===== src/sprite_bitmaps.hex =====
// one 16-bit row per line, bit i is column i; 4 shapes of 16 rows, shape 0 first
FFFF
8001
8001
8001
8001
8001
8001
8001
8001
8001
8001
8001
8001
8001
8001
FFFF
0001
0002
0004
0008
0010
0020
0040
0080
0100
0200
0400
0800
1000
2000
4000
8000
07E0
1FF8
3FFC
7FFE
7FFE
FFFF
FFFF
FFFF
FFFF
FFFF
FFFF
7FFE
7FFE
3FFC
1FF8
07E0
0003
000F
003F
00FF
03FF
0FFF
3FFF
FFFF
FFFF
3FFF
0FFF
03FF
00FF
003F
000F
0003


===== src/sprite_pkg.sv =====
`default_nettype none

package sprite_pkg;

  // raster geometry, clocks per line and lines per frame
  localparam int h_total      = 320;
  localparam int h_visible    = 256;
  localparam int h_sync_start = 280; // hsync while hpos in [start, end)
  localparam int h_sync_end   = 304;
  localparam int v_total      = 262;
  localparam int v_visible    = 240;
  localparam int v_render     = 256; // renderer draws below this line
  localparam int v_sync_start = 244;
  localparam int v_sync_end   = 247;
  localparam int v_load_line  = 260; // sprite table copied here
  localparam int pos_bits     = 9;

  // sprite sizes
  localparam int sprite_count      = 16;
  localparam int sprite_index_bits = 4;
  localparam int slots_per_line    = 4;
  localparam int slot_bits         = 2;
  localparam int sprite_size       = 16; // width and height in pixels
  localparam int coord_bits        = 8;  // x and y positions wrap at 256
  localparam int shape_bits        = 2;
  localparam int color_bits        = 4;
  localparam int attr_bits         = shape_bits + color_bits;

  // sprite table, two words per sprite
  //   word 2n   y in [15:8], x in [7:0]
  //   word 2n+1 attribute in [7:0], shape in [5:4], color in [3:0]
  localparam int table_addr_bits = 5;
  localparam int table_data_bits = 16;
  localparam int table_words     = 1 << table_addr_bits;

  // bitmap rom, shape in upper address bits, row in lower
  localparam int rom_addr_bits = 6;
  localparam int rom_data_bits = 16;

  // phase windows in hpos
  localparam int load_end   = table_words + 2; // registered address plus sync read
  localparam int select_end = sprite_count * 2; // two clocks per sprite
  localparam int raster_end = select_end + slots_per_line * (sprite_size + 2);

  typedef enum logic [2:0] {
    phase_load,   // copying the table on the load line
    phase_select, // scanning sprites for this line
    phase_raster, // drawing slots into the back bank
    phase_idle,   // rest of a render line
    phase_off     // no rendering
  } render_phase_e;

endpackage

`default_nettype wire


===== src/sprite_bitmap_rom.sv =====
`timescale 1ns/1ps
`default_nettype none

module sprite_bitmap_rom
  import sprite_pkg::*;
(
  input  logic [rom_addr_bits-1:0] addr, // {shape, row}
  output logic [rom_data_bits-1:0] data  // bit i is column i of the row
);

  logic [rom_data_bits-1:0] rom [1 << rom_addr_bits];

  // 4 shapes x 16 rows
  initial begin
    $readmemh("/design/src/sprite_bitmaps.hex", rom);
  end

  // combinational read, data valid in the same cycle
  assign data = rom[addr];

endmodule

`default_nettype wire


===== src/sprite_scanline_renderer.sv =====
`timescale 1ns/1ps
`default_nettype none

module sprite_scanline_renderer
  import sprite_pkg::*;
(
  input  logic                       clk,
  input  logic                       rst,
  input  logic [pos_bits-1:0]        hpos,
  input  logic [pos_bits-1:0]        vpos,
  output logic [table_addr_bits-1:0] table_addr,
  input  logic [table_data_bits-1:0] table_data,
  output logic [rom_addr_bits-1:0]   rom_addr,
  input  logic [rom_data_bits-1:0]   rom_data,
  output logic [color_bits-1:0]      rgb
);

  // local copy of the table, refreshed on the load line
  logic [coord_bits-1:0] sprite_x    [sprite_count];
  logic [coord_bits-1:0] sprite_y    [sprite_count];
  logic [attr_bits-1:0]  sprite_attr [sprite_count];

  // line slots filled by selection
  logic [coord_bits-1:0] line_x      [slots_per_line];
  logic [3:0]            line_yofs   [slots_per_line]; // row inside the sprite
  logic [attr_bits-1:0]  line_attr   [slots_per_line];
  logic                  line_active [slots_per_line];

  // double scanline buffer, bank = line parity
  logic [color_bits-1:0] scanline [2 << coord_bits];

  render_phase_e              phase;
  logic                       loaded;      // first copy done
  logic [coord_bits-1:0]      z;           // line minus sprite y
  logic [slot_bits:0]         slot_count;  // slots taken on this line
  logic [slot_bits:0]         slot_k;      // slot being drawn
  logic                       romload;     // second clock of a fetch
  logic [rom_data_bits-1:0]   out_bitmap;  // pixels left to draw
  logic [color_bits-1:0]      out_color;
  logic [coord_bits-1:0]      write_col;
  logic [pos_bits-1:0]        cap_pos;
  logic [sprite_index_bits-1:0] sel_idx;
  logic [slot_bits-1:0]       slot;
  logic [coord_bits:0]        rd_idx;
  logic                       sel_even;
  logic                       take_slot;
  logic                       fetch_busy;
  logic                       fetch_cap;
  logic                       shifting;
  logic                       buf_we;
  logic                       load_cap;
  logic                       visible;

  // phase from raster position only
  always_comb begin
    if (vpos == v_load_line) begin
      phase = (hpos < load_end) ? phase_load : phase_off;
    end else if (vpos >= v_render) begin
      phase = phase_off;
    end else if (hpos < select_end) begin
      phase = phase_select;
    end else if (hpos < raster_end) begin
      phase = phase_raster;
    end else begin
      phase = phase_idle;
    end
  end

  assign cap_pos = hpos - pos_bits'(2); // word arriving now was addressed 2 clocks ago
  assign sel_idx = hpos[sprite_index_bits:1];
  assign slot    = slot_k[slot_bits-1:0];
  assign rd_idx  = {vpos[0], hpos[coord_bits-1:0]};
  assign visible = (hpos < h_visible) && (vpos < v_visible);

  assign load_cap   = (phase == phase_load) && (hpos >= 2);
  assign sel_even   = (phase == phase_select) && !hpos[0];
  assign take_slot  = (phase == phase_select) && hpos[0] && loaded &&
                      (z < sprite_size) && (slot_count < slots_per_line);
  assign fetch_busy = (phase == phase_raster) && (out_bitmap == '0) && !slot_k[slot_bits];
  assign fetch_cap  = fetch_busy && romload;
  assign shifting   = (phase == phase_raster) && (out_bitmap != '0);
  assign buf_we     = shifting && out_bitmap[0]; // opaque pixel

  // control state
  always_ff @(posedge clk) begin
    if (rst) begin
      table_addr <= '0;
      rom_addr   <= '0;
      loaded     <= 1'b0;
      slot_count <= '0;
      slot_k     <= '0;
      romload    <= 1'b0;
      out_bitmap <= '0;
      for (int s = 0; s < slots_per_line; s++) begin
        line_active[s] <= 1'b0;
      end
    end else begin
      if (phase == phase_load) begin
        table_addr <= hpos[table_addr_bits-1:0]; // word hpos
        if (hpos == load_end - 1) loaded <= 1'b1;
      end
      if (phase == phase_select) begin
        slot_k  <= '0;   // raster starts at slot 0
        romload <= 1'b0;
        if (hpos == 0) begin
          slot_count <= '0;
          for (int s = 0; s < slots_per_line; s++) begin
            line_active[s] <= 1'b0; // drop last line's slots
          end
        end
      end
      if (take_slot) begin
        line_active[slot_count[slot_bits-1:0]] <= 1'b1;
        slot_count <= slot_count + 1'b1;
      end
      if (fetch_busy) begin
        romload <= !romload;
        if (!romload) begin
          rom_addr <= {line_attr[slot][attr_bits-1:color_bits], line_yofs[slot]};
        end else begin
          out_bitmap <= line_active[slot] ? rom_data : '0; // empty slot draws nothing
          slot_k     <= slot_k + 1'b1;
        end
      end else if (shifting) begin
        out_bitmap <= out_bitmap >> 1; // next column into bit 0
      end
    end
  end

  // sprite copy, slot payload and draw position
  always_ff @(posedge clk) begin
    if (load_cap) begin
      if (!cap_pos[0]) begin
        sprite_y[cap_pos[sprite_index_bits:1]] <= table_data[15:8];
        sprite_x[cap_pos[sprite_index_bits:1]] <= table_data[7:0];
      end else begin
        sprite_attr[cap_pos[sprite_index_bits:1]] <= table_data[attr_bits-1:0];
      end
    end
    if (sel_even) z <= vpos[coord_bits-1:0] - sprite_y[sel_idx]; // mod 256
    if (take_slot) begin
      line_x[slot_count[slot_bits-1:0]]    <= sprite_x[sel_idx];
      line_yofs[slot_count[slot_bits-1:0]] <= z[3:0];
      line_attr[slot_count[slot_bits-1:0]] <= sprite_attr[sel_idx];
    end
    if (fetch_cap) begin
      write_col <= line_x[slot];
      out_color <= line_attr[slot][color_bits-1:0];
    end else if (shifting) begin
      write_col <= write_col + 1'b1; // wraps inside the bank
    end
  end

  // back bank gets drawn, front bank read and cleared
  always_ff @(posedge clk) begin
    if (buf_we) scanline[{~vpos[0], write_col}] <= out_color; // later slot wins
    scanline[rd_idx] <= '0;
  end

  // registered pixel, one clock behind hpos
  always_ff @(posedge clk) begin
    if (rst) begin
      rgb <= '0;
    end else if (visible && loaded) begin
      rgb <= scanline[rd_idx];
    end else begin
      rgb <= '0; // blanking, or buffer not yet clean
    end
  end

endmodule

`default_nettype wire


===== src/sprite_table.sv =====
`timescale 1ns/1ps
`default_nettype none

module sprite_table
  import sprite_pkg::*;
(
  input  logic                       clk,
  input  logic                       rst,
  // host write port
  input  logic                       wr_en,
  input  logic [table_addr_bits-1:0] wr_addr,
  input  logic [table_data_bits-1:0] wr_data,
  // renderer read port
  input  logic [table_addr_bits-1:0] rd_addr,
  output logic [table_data_bits-1:0] rd_data
);

  // two words per sprite, layout in sprite_pkg
  logic [table_data_bits-1:0] mem [table_words];

  // host writes always land, no arbitration needed
  always_ff @(posedge clk) begin
    if (wr_en) begin
      mem[wr_addr] <= wr_data;
    end
  end

  // one clock read latency
  always_ff @(posedge clk) begin
    if (rst) begin
      rd_data <= '0;
    end else begin
      rd_data <= mem[rd_addr]; // old data on a same-address write
    end
  end

endmodule

`default_nettype wire


===== src/sprite_video_top.sv =====
`timescale 1ns/1ps
`default_nettype none

module sprite_video_top
  import sprite_pkg::*;
(
  input  logic                       clk,
  input  logic                       rst,
  // host side of the sprite table
  input  logic                       wr_en,
  input  logic [table_addr_bits-1:0] wr_addr,
  input  logic [table_data_bits-1:0] wr_data,
  // video out
  output logic                       hsync,
  output logic                       vsync,
  output logic [pos_bits-1:0]        hpos,
  output logic [pos_bits-1:0]        vpos,
  output logic [color_bits-1:0]      rgb
);

  logic [table_addr_bits-1:0] table_addr;
  logic [table_data_bits-1:0] table_data;
  logic [rom_addr_bits-1:0]   rom_addr;
  logic [rom_data_bits-1:0]   rom_data;

  video_timing i_timing (
    .clk   (clk),
    .rst   (rst),
    .hsync (hsync),
    .vsync (vsync),
    .hpos  (hpos),
    .vpos  (vpos)
  );

  sprite_table i_table (
    .clk     (clk),
    .rst     (rst),
    .wr_en   (wr_en),
    .wr_addr (wr_addr),
    .wr_data (wr_data),
    .rd_addr (table_addr),
    .rd_data (table_data)
  );

  sprite_bitmap_rom i_rom (
    .addr (rom_addr),
    .data (rom_data)
  );

  sprite_scanline_renderer i_renderer (
    .clk        (clk),
    .rst        (rst),
    .hpos       (hpos),
    .vpos       (vpos),
    .table_addr (table_addr),
    .table_data (table_data),
    .rom_addr   (rom_addr),
    .rom_data   (rom_data),
    .rgb        (rgb)
  );

endmodule

`default_nettype wire


===== src/video_timing.sv =====
`timescale 1ns/1ps
`default_nettype none

module video_timing
  import sprite_pkg::*;
(
  input  logic                clk,
  input  logic                rst,
  output logic                hsync,
  output logic                vsync,
  output logic [pos_bits-1:0] hpos,
  output logic [pos_bits-1:0] vpos
);

  logic [pos_bits-1:0] hpos_next;
  logic [pos_bits-1:0] vpos_next;
  logic                line_end;
  logic                frame_end;

  assign line_end  = (hpos == h_total - 1);
  assign frame_end = (vpos == v_total - 1);

  // next raster position, vpos steps when hpos wraps
  always_comb begin
    hpos_next = hpos + 1'b1;
    vpos_next = vpos;
    if (line_end) begin
      hpos_next = '0;
      vpos_next = frame_end ? '0 : vpos + 1'b1;
    end
  end

  // syncs decoded from the next position so they line up with hpos/vpos
  always_ff @(posedge clk) begin
    if (rst) begin
      hpos  <= '0;
      vpos  <= '0;
      hsync <= 1'b0;
      vsync <= 1'b0;
    end else begin
      hpos  <= hpos_next;
      vpos  <= vpos_next;
      hsync <= (hpos_next >= h_sync_start) && (hpos_next < h_sync_end); // 24 clocks
      vsync <= (vpos_next >= v_sync_start) && (vpos_next < v_sync_end); // 3 lines
    end
  end

endmodule

`default_nettype wire

===== config.mk =====
export PLATFORM = sky130hd
export DESIGN_NAME = sprite_video_top
export DESIGN_NICKNAME = d
export VERILOG_FILES = /design/src/sprite_pkg.sv /design/src/sprite_bitmap_rom.sv /design/src/sprite_scanline_renderer.sv /design/src/sprite_table.sv /design/src/sprite_video_top.sv /design/src/video_timing.sv
export SDC_FILE = /design/constraint.sdc
export NUM_CORES = 1
export LEC_CHECK = 0
export BUFFER_PORTS_ARGS = -buffer_cell sky130_fd_sc_hd__buf_2
export CAP_MARGIN = 40
export CORE_MARGIN = 4
export CORE_UTILIZATION = 40
export CTS_BUF_LIST = sky130_fd_sc_hd__clkbuf_8 sky130_fd_sc_hd__clkbuf_16
export DETAILED_ROUTE_END_ITERATION = 7
export PLACE_DENSITY = 0.69
export SETUP_SLACK_MARGIN = 0.3
export SLEW_MARGIN = 20
export SYNTH_ARGS = -nofsm -noshare
export SYNTH_HDL_FRONTEND = slang
export SYNTH_SLANG_ARGS = --single-unit

===== constraint.sdc =====
create_clock -name clk -period 2.6 [get_ports clk]
set_clock_uncertainty 0.05 [all_clocks]
set_input_delay 0.65 -clock clk [delete_from_list [all_inputs] [get_ports clk]]
set_output_delay 0.65 -clock clk [all_outputs]
set_load 0.03 [all_outputs]

== After elaboration in Yosys (flattened, before gate mapping) ==
Memory sizes are Yosys's and may differ from the RTL's. A register that Yosys moved wholly into a read port is not among the register bits.
Cells that the tools add are included.
W data, S select, Z words.

* Bits of input ports: 24
* Output and inout bits: 24
* Bits in writable memories: 2972
* Memories kept: 8
* Register bits: 69

* Bitwise gates (word level): 6
* Add/sub/neg operators: 7
* Reductions and logical operators: 32
* $lt $le $gt $ge: 13
* Multiplexer cells: 55
* Eq/ne operators: 7

{| class="wikitable"
|+ Memories
! name !! depth !! bits a word !! rd ports !! clocked after memory_dff !! wr ports !! line !! source
|-
| i_renderer.scanline || 512 || 4 || 1 || 1 || 2 || sprite_scanline_renderer.sv:30 || <nowiki>logic [color_bits-1:0] scanline [2 << coord_bits];</nowiki>
|-
| i_table.mem || 32 || 16 || 1 || 1 || 1 || sprite_table.sv:19 || <nowiki>logic [table_data_bits-1:0] mem [table_words];</nowiki>
|-
| i_renderer.sprite_x || 16 || 8 || 1 || 1 || 1 || sprite_scanline_renderer.sv:19 || <nowiki>logic [coord_bits-1:0] sprite_x [sprite_count];</nowiki>
|-
| i_renderer.sprite_y || 16 || 8 || 1 || 1 || 1 || sprite_scanline_renderer.sv:20 || <nowiki>logic [coord_bits-1:0] sprite_y [sprite_count];</nowiki>
|-
| i_renderer.sprite_attr || 16 || 6 || 1 || 1 || 1 || sprite_scanline_renderer.sv:21 || <nowiki>logic [attr_bits-1:0] sprite_attr [sprite_count];</nowiki>
|-
| i_renderer.line_x || 4 || 8 || 1 || 1 || 1 || sprite_scanline_renderer.sv:24 || <nowiki>logic [coord_bits-1:0] line_x [slots_per_line];</nowiki>
|-
| +2 memories || - || - || - || - || - || - ||
|}

{| class="wikitable"
|+ Operators with widths
! kind !! number
|-
| $mux W16 || 4
|-
| $mux W3 || 10
|-
| $mux W1 || 29
|-
| $eq A9 B9 Y1 const B || 3
|-
| $mux W9 || 3
|-
| $add A9 B1 Y9 const B || 2
|-
| $ge A9 B9 Y1 const B || 2
|-
| $lt A9 B6 Y1 const B || 2
|-
| $lt A9 B8 Y1 const B || 2
|-
| $lt A9 B9 Y1 const B || 2
|-
| $logic_not A16 Y1 || 1
|-
| $mux W8 || 2
|-
| $reduce_bool A16 Y1 || 1
|-
| $logic_and A1 B1 Y1 || 15
|-
| $mux W4 || 3
|-
| $reduce_bool A2 Y1 || 5
|-
| $eq A9 B6 Y1 const B || 1
|-
| $ge A9 B2 Y1 const B || 1
|-
| $ge A9 B8 Y1 const B || 1
|-
| $logic_not A9 Y1 || 1
|-
| $lt A9 B7 Y1 const B || 1
|-
| $add A8 B1 Y8 const B || 1
|-
| $lt A8 B5 Y1 const B || 1
|-
| $mux W2 || 4
|-
| other kinds (14) || 23
|}

== Depth between registers and ports, before layout ==
* Depth in word-level cells: 15
* Mapped depth: 7
* Depth with buffers taken out: 7

== By module ==
Synthesis repeated with hierarchy kept, for this count alone.

* Cells, all modules: 11856
* Area total of the unflattened synthesis: 134510.3 um2

{| class="wikitable"
|+ By module, submodules not included
! module !! seq. area each (um2) !! times used !! cells an instance !! area an instance (um2)
|-
| sprite_scanline_renderer || 55192.9 || 1 || 10807 || 113136.0
|-
| sprite_table || 15695.1 || 1 || 892 || 20099.3
|-
| video_timing || 400.4 || 1 || 140 || 1151.1
|-
| sprite_bitmap_rom || 0.0 || 1 || 17 || 123.9
|}

== Worst setup path before layout ==
No wires, ideal clock.

* Path type: reg-to-reg
* Start: register i_timing.hpos[0]
* End: register i_timing.vsync
* Setup time: 60 ps
* Slack: 501 ps
* Data arrival time: 1988 ps
* Stages on the path, launching flop included: 7
* Path through: dfxtp_1 > ha_1 > nand4_1 > nor2_1 > o211ai_1 > a2111oi_0 > and3b_1

* Cells in the longest elaborated chain, start to end: 4
* Elaborated cells between the ends (all ways): 5
* Those cells by class: order compare (2); eq/ne (1); mux (1); reduce/logical (1)

{| class="wikitable"
|+ Ends and longest elaborated chain
! what !! line !! source
|-
| from (decl) || video_timing.sv:11 || <nowiki>output logic [pos_bits-1:0] hpos,</nowiki>
|-
| from (signal assigned) || video_timing.sv:41 || <nowiki>hpos <= hpos_next;</nowiki>
|-
| $eq A9 B9 Y1 (*) || video_timing.sv:20 || <nowiki>assign line_end = (hpos == h_total - 1);</nowiki>
|-
| $mux W9 (*) || video_timing.sv:27 || <nowiki>if (line_end) begin</nowiki>
|-
| $ge A9 B8 Y1 or $lt A9 B8 Y1 (tied branches) || video_timing.sv:44 || <nowiki>vsync <= (vpos_next >= v_sync_start) && (vpos_next < v_sync_end);</nowiki>
|-
| $logic_and A1 B1 Y1 (*) || video_timing.sv:44 ||
|-
| to (signal assigned) || video_timing.sv:44 ||
|-
| to (decl) || video_timing.sv:10 || <nowiki>output logic vsync,</nowiki>
|}

Mark *: on every way between the ends. The rest lies on a longest branch, timed or not.
A chain may end at the register's enable or synchronous reset.

== Worst setup path after layout ==
Same ends and word-level chain as after synthesis.

==> impl_summary.log <==
[metrics] mean area per synthesized cell: 8.169 sq um
[metrics] wire length of the first global-routing pass: 4229 um
[metrics] Area contributors post-synth: sky130_fd_sc_hd__dfxtp_1 36%, sky130_fd_sc_hd__nor2_1 4.7%, sky130_fd_sc_hd__xnor2_1 4.7%
[metrics] width of the chip: 61.09 um
[metrics] post-route cell area: 1323 sq um
[metrics] area of the placeable core: 2590 sq um
[metrics] Top-Level Pins: 48
[metrics] crit path launch type: flip-flop
[metrics] largest fanout of any net on the critical path: 8
[metrics] pwr/cell area: 498.9 nW/um^2
[metrics] hold depth: 1
[metrics] final estimated routing congestion in global placement: 0.7718
[metrics] number of clock sinks seen by CTS: 20
[metrics] post-route ant nets: 0
[metrics] TritonCTS Buffers: 3
[metrics] number of cells in the design after placement: 184
[metrics] most area-hungry cell type in the Yosys netlist: sky130_fd_sc_hd__dfxtp_1
[metrics] period utilization: 80.71%
[metrics] number of unique standard cell types used by synthesis: 40
[metrics] net total in the final layout: 186
[metrics] GRT met2 Usage: 25.23%
[metrics] post-synthesis to final-layout area growth: 17.31%
[metrics] standard-cell row count: 18
[metrics] clock buffer depth: 2
[metrics] worst setup margin: 0.5016 ns
[metrics] post-layout power: 0.6598 mW
[metrics] combinational family with the most area after synthesis: simple AND/OR/NAND/NOR gates
[metrics] register bit count reported by yosys: 20
[metrics] pre-CTS setup slack: 0.3936 ns
[metrics] routing usage on met3: 2.516%
[metrics] Highest Clock Rate: 476.6 MHz
[metrics] share of flip-flops with an asynchronous set or reset: 0%
[metrics] post-synthesis xor/xnor area fraction: 5.438%
[metrics] Critical Path RT: 2.76 ns
[metrics] effective utilization at floorplan: 43.53%
[metrics] number of hold violations in the final report: 0
[metrics] adder-cell area share of the yosys netlist: 3.330%
[metrics] flip-flop cell with the highest count after synthesis: sky130_fd_sc_hd__dfxtp_1
[metrics] CP Data Arrival Time: 2.26 ns
[metrics] worst hold-check path type: flip-flop to flip-flop
[metrics] global routing met1 resource utilization: 19.36%
[metrics] final-layout setup total negative slack: 0 ns
[metrics] IR Drop Worst-Case VDD: 0.3804 mV
[metrics] aggregate global-route resource usage: 15.31%
[metrics] commonest non-fill, non-tap cell in the layout: sky130_fd_sc_hd__buf_2
[metrics] clock tree from TritonCTS: built
[metrics] CTS Hold Buffers Added: 0
[metrics] synthesized area: 1127 sq um
[metrics] compound-cell area share of the yosys netlist: 12.87%
[metrics] count of filler cells inserted in the layout: 257
[metrics] Overflow after GRT: 0
[metrics] endpoint kind of the worst setup timing path: flip-flop
[metrics] Routed wire per std cell: 13.67 um
[metrics] Mapped Cells: 138
[metrics] H-tree depth: 1
[metrics] count of flip-flops with a built-in enable after synthesis: 0
[metrics] number of gates given a new drive strength after cts: 1
[metrics] maximum number of pins on one net before global-route repair: 19
[metrics] clock latency at the later pin of the worst-skew pair: 0.26 ns
[metrics] share of layout cells above drive strength 1: 22.78%
[metrics] post-synthesis mux area share: 0.8879%
[metrics] filler-free cell count of the finished design: 188
[metrics] master cell of the clock root buffer: sky130_fd_sc_hd__clkbuf_8
[metrics] Cell Area, Placed: 1244 sq um
[metrics] total die area: 3731 sq um
[metrics] # setup viols final: 0
[metrics] via/cell ratio: 5.681
[metrics] min cycle time layout: 2.098 ns
[metrics] Antenna diodes: 0
[metrics] first-pass detailed-route iteration total: 4
[metrics] commonest non-fill, non-tap cells in the layout: 21 x sky130_fd_sc_hd__buf_2, 20 x sky130_fd_sc_hd__dfxtp_1, 14 x sky130_fd_sc_hd__nor2_1
[metrics] residual DRC count: 0
[metrics] post-synthesis simple-gate area fraction: 35.29%
[metrics] chip height: 61.09 um
[metrics] share of the synthesized area in the top cell type: 35.52%
[metrics] result of the run: finished, final reports clean
[metrics] vias in the first global route: 948
[metrics] unrepaired setup endpoints after global routing: false
[metrics] path depth of the worst reg2reg path: 6
[metrics] total length of routed wires: 2570 um
[metrics] number of antenna violations at the first check in global routing: 0
[metrics] HPWL after DPL: 1831 um
[metrics] Initial DRC Count: 26
[metrics] GRT Max-Usage Layer: met2
[metrics] post-CTS setup buffer count: 0
[metrics] Leakage: 0.4974 nW
[metrics] Buffers on Ports: 21
[metrics] routed via count: 1068
[metrics] WS Path Type: flip-flop to flip-flop
[metrics] Clock transition at path regs: 0.08 ns
[metrics] max-slew violation count: 0
[metrics] sequential area share after synthesis: 35.52%
[metrics] MaxCap Viol Count: 0
[metrics] yosys synthesis warning count: 0
[final cells by class]
| class | count | area [sq um] | area share (%) |
|---|---|---|---|
| multi-input combinational | 107 | 674.4 | 50.99 |
| sequential | 20 | 400.4 | 30.27 |
| timing repair buffer | 24 | 127.6 | 9.650 |
| clock buffer | 3 | 41.29 | 3.122 |
| tap | 30 | 37.54 | 2.838 |
| clock inverter | 1 | 30.03 | 2.271 |
| inverter | 3 | 11.26 | 0.8515 |
[Yosys cell counts, drive strengths merged, types with 2 or more instances]
master   number
or2           2
nor2         14
and3b         2
buf           8
nor2b         2
nand3         7
nand4         3
a31oi         2
nand2        10
nor3          8
inv           3
ha            3
nor4b         2
a21oi        10
nor3b         2
o21ai         7
xnor2         6
clkbuf        3
nor4          4
dfxtp        20
a2111oi       3
or3           4
[worst max-delay path, cell delays in order (launching register included)]
cell and delay (ns):
sky130_fd_sc_hd__dfxtp_1 0.40, sky130_fd_sc_hd__ha_1 0.24, sky130_fd_sc_hd__and4_2 0.36, sky130_fd_sc_hd__nand3_1 0.11, sky130_fd_sc_hd__or2_2 0.32, sky130_fd_sc_hd__a2111oi_2 0.36, sky130_fd_sc_hd__and3b_1 0.21
[path summary, 6_finish.rpt]
check	endpoint	start	slack, ns
max	i_timing.vsync	i_timing.hpos[0]	0.50
min	i_timing.hpos[0]	i_timing.hpos[0]	0.46
max reg2reg	i_timing.vsync	i_timing.hpos[0]	0.50
min reg2reg	i_timing.hpos[0]	i_timing.hpos[0]	0.46
[metal layers]
metal | share of wire, % | routed length [um]
met5 | 0 | 0
met4 | 2.1 | 53
met3 | 3.2 | 82
met2 | 48 | 1236
met1 | 47 | 1199
[per-stage QoR]
step | hold slack [ns] | utilization (%)
finish | 0.4647 | 51.06
global route | 0.5143 | 51.06
CTS | 0.4674 | 50.82
detailed placement | 0.4542 | 48.02
global placement | 0.4526 | 48.02
floorplan | 0.5675 | -
[logic make-up after synthesis]
family                     after synthesis
and+or+nand+nor                         67
DFF                                     20
muxes                                    1
xor gates and xnor gates                 7
buffers and inverters                   14
AOI/OAI and AO/OA                       25
other                                    1
adders and majority gates                3
[flip-flops by register name, summed over array words and instances (netlist names)]
name / cells
i_timing.hsync: 1
i_timing.vpos: 9
i_timing.hpos: 9
i_timing.vsync: 1
[power breakdown]
group | internal (mW) | switching (mW) | total, mW
Combinational | 0.00738 | 0.0246 | 0.0320
Clock | 0.206 | 0.107 | 0.313
Sequential | 0.310 | 0.00504 | 0.315
Total | 0.523 | 0.137 | 0.660
No activity file was read; power rests on OpenSTA's default activity.
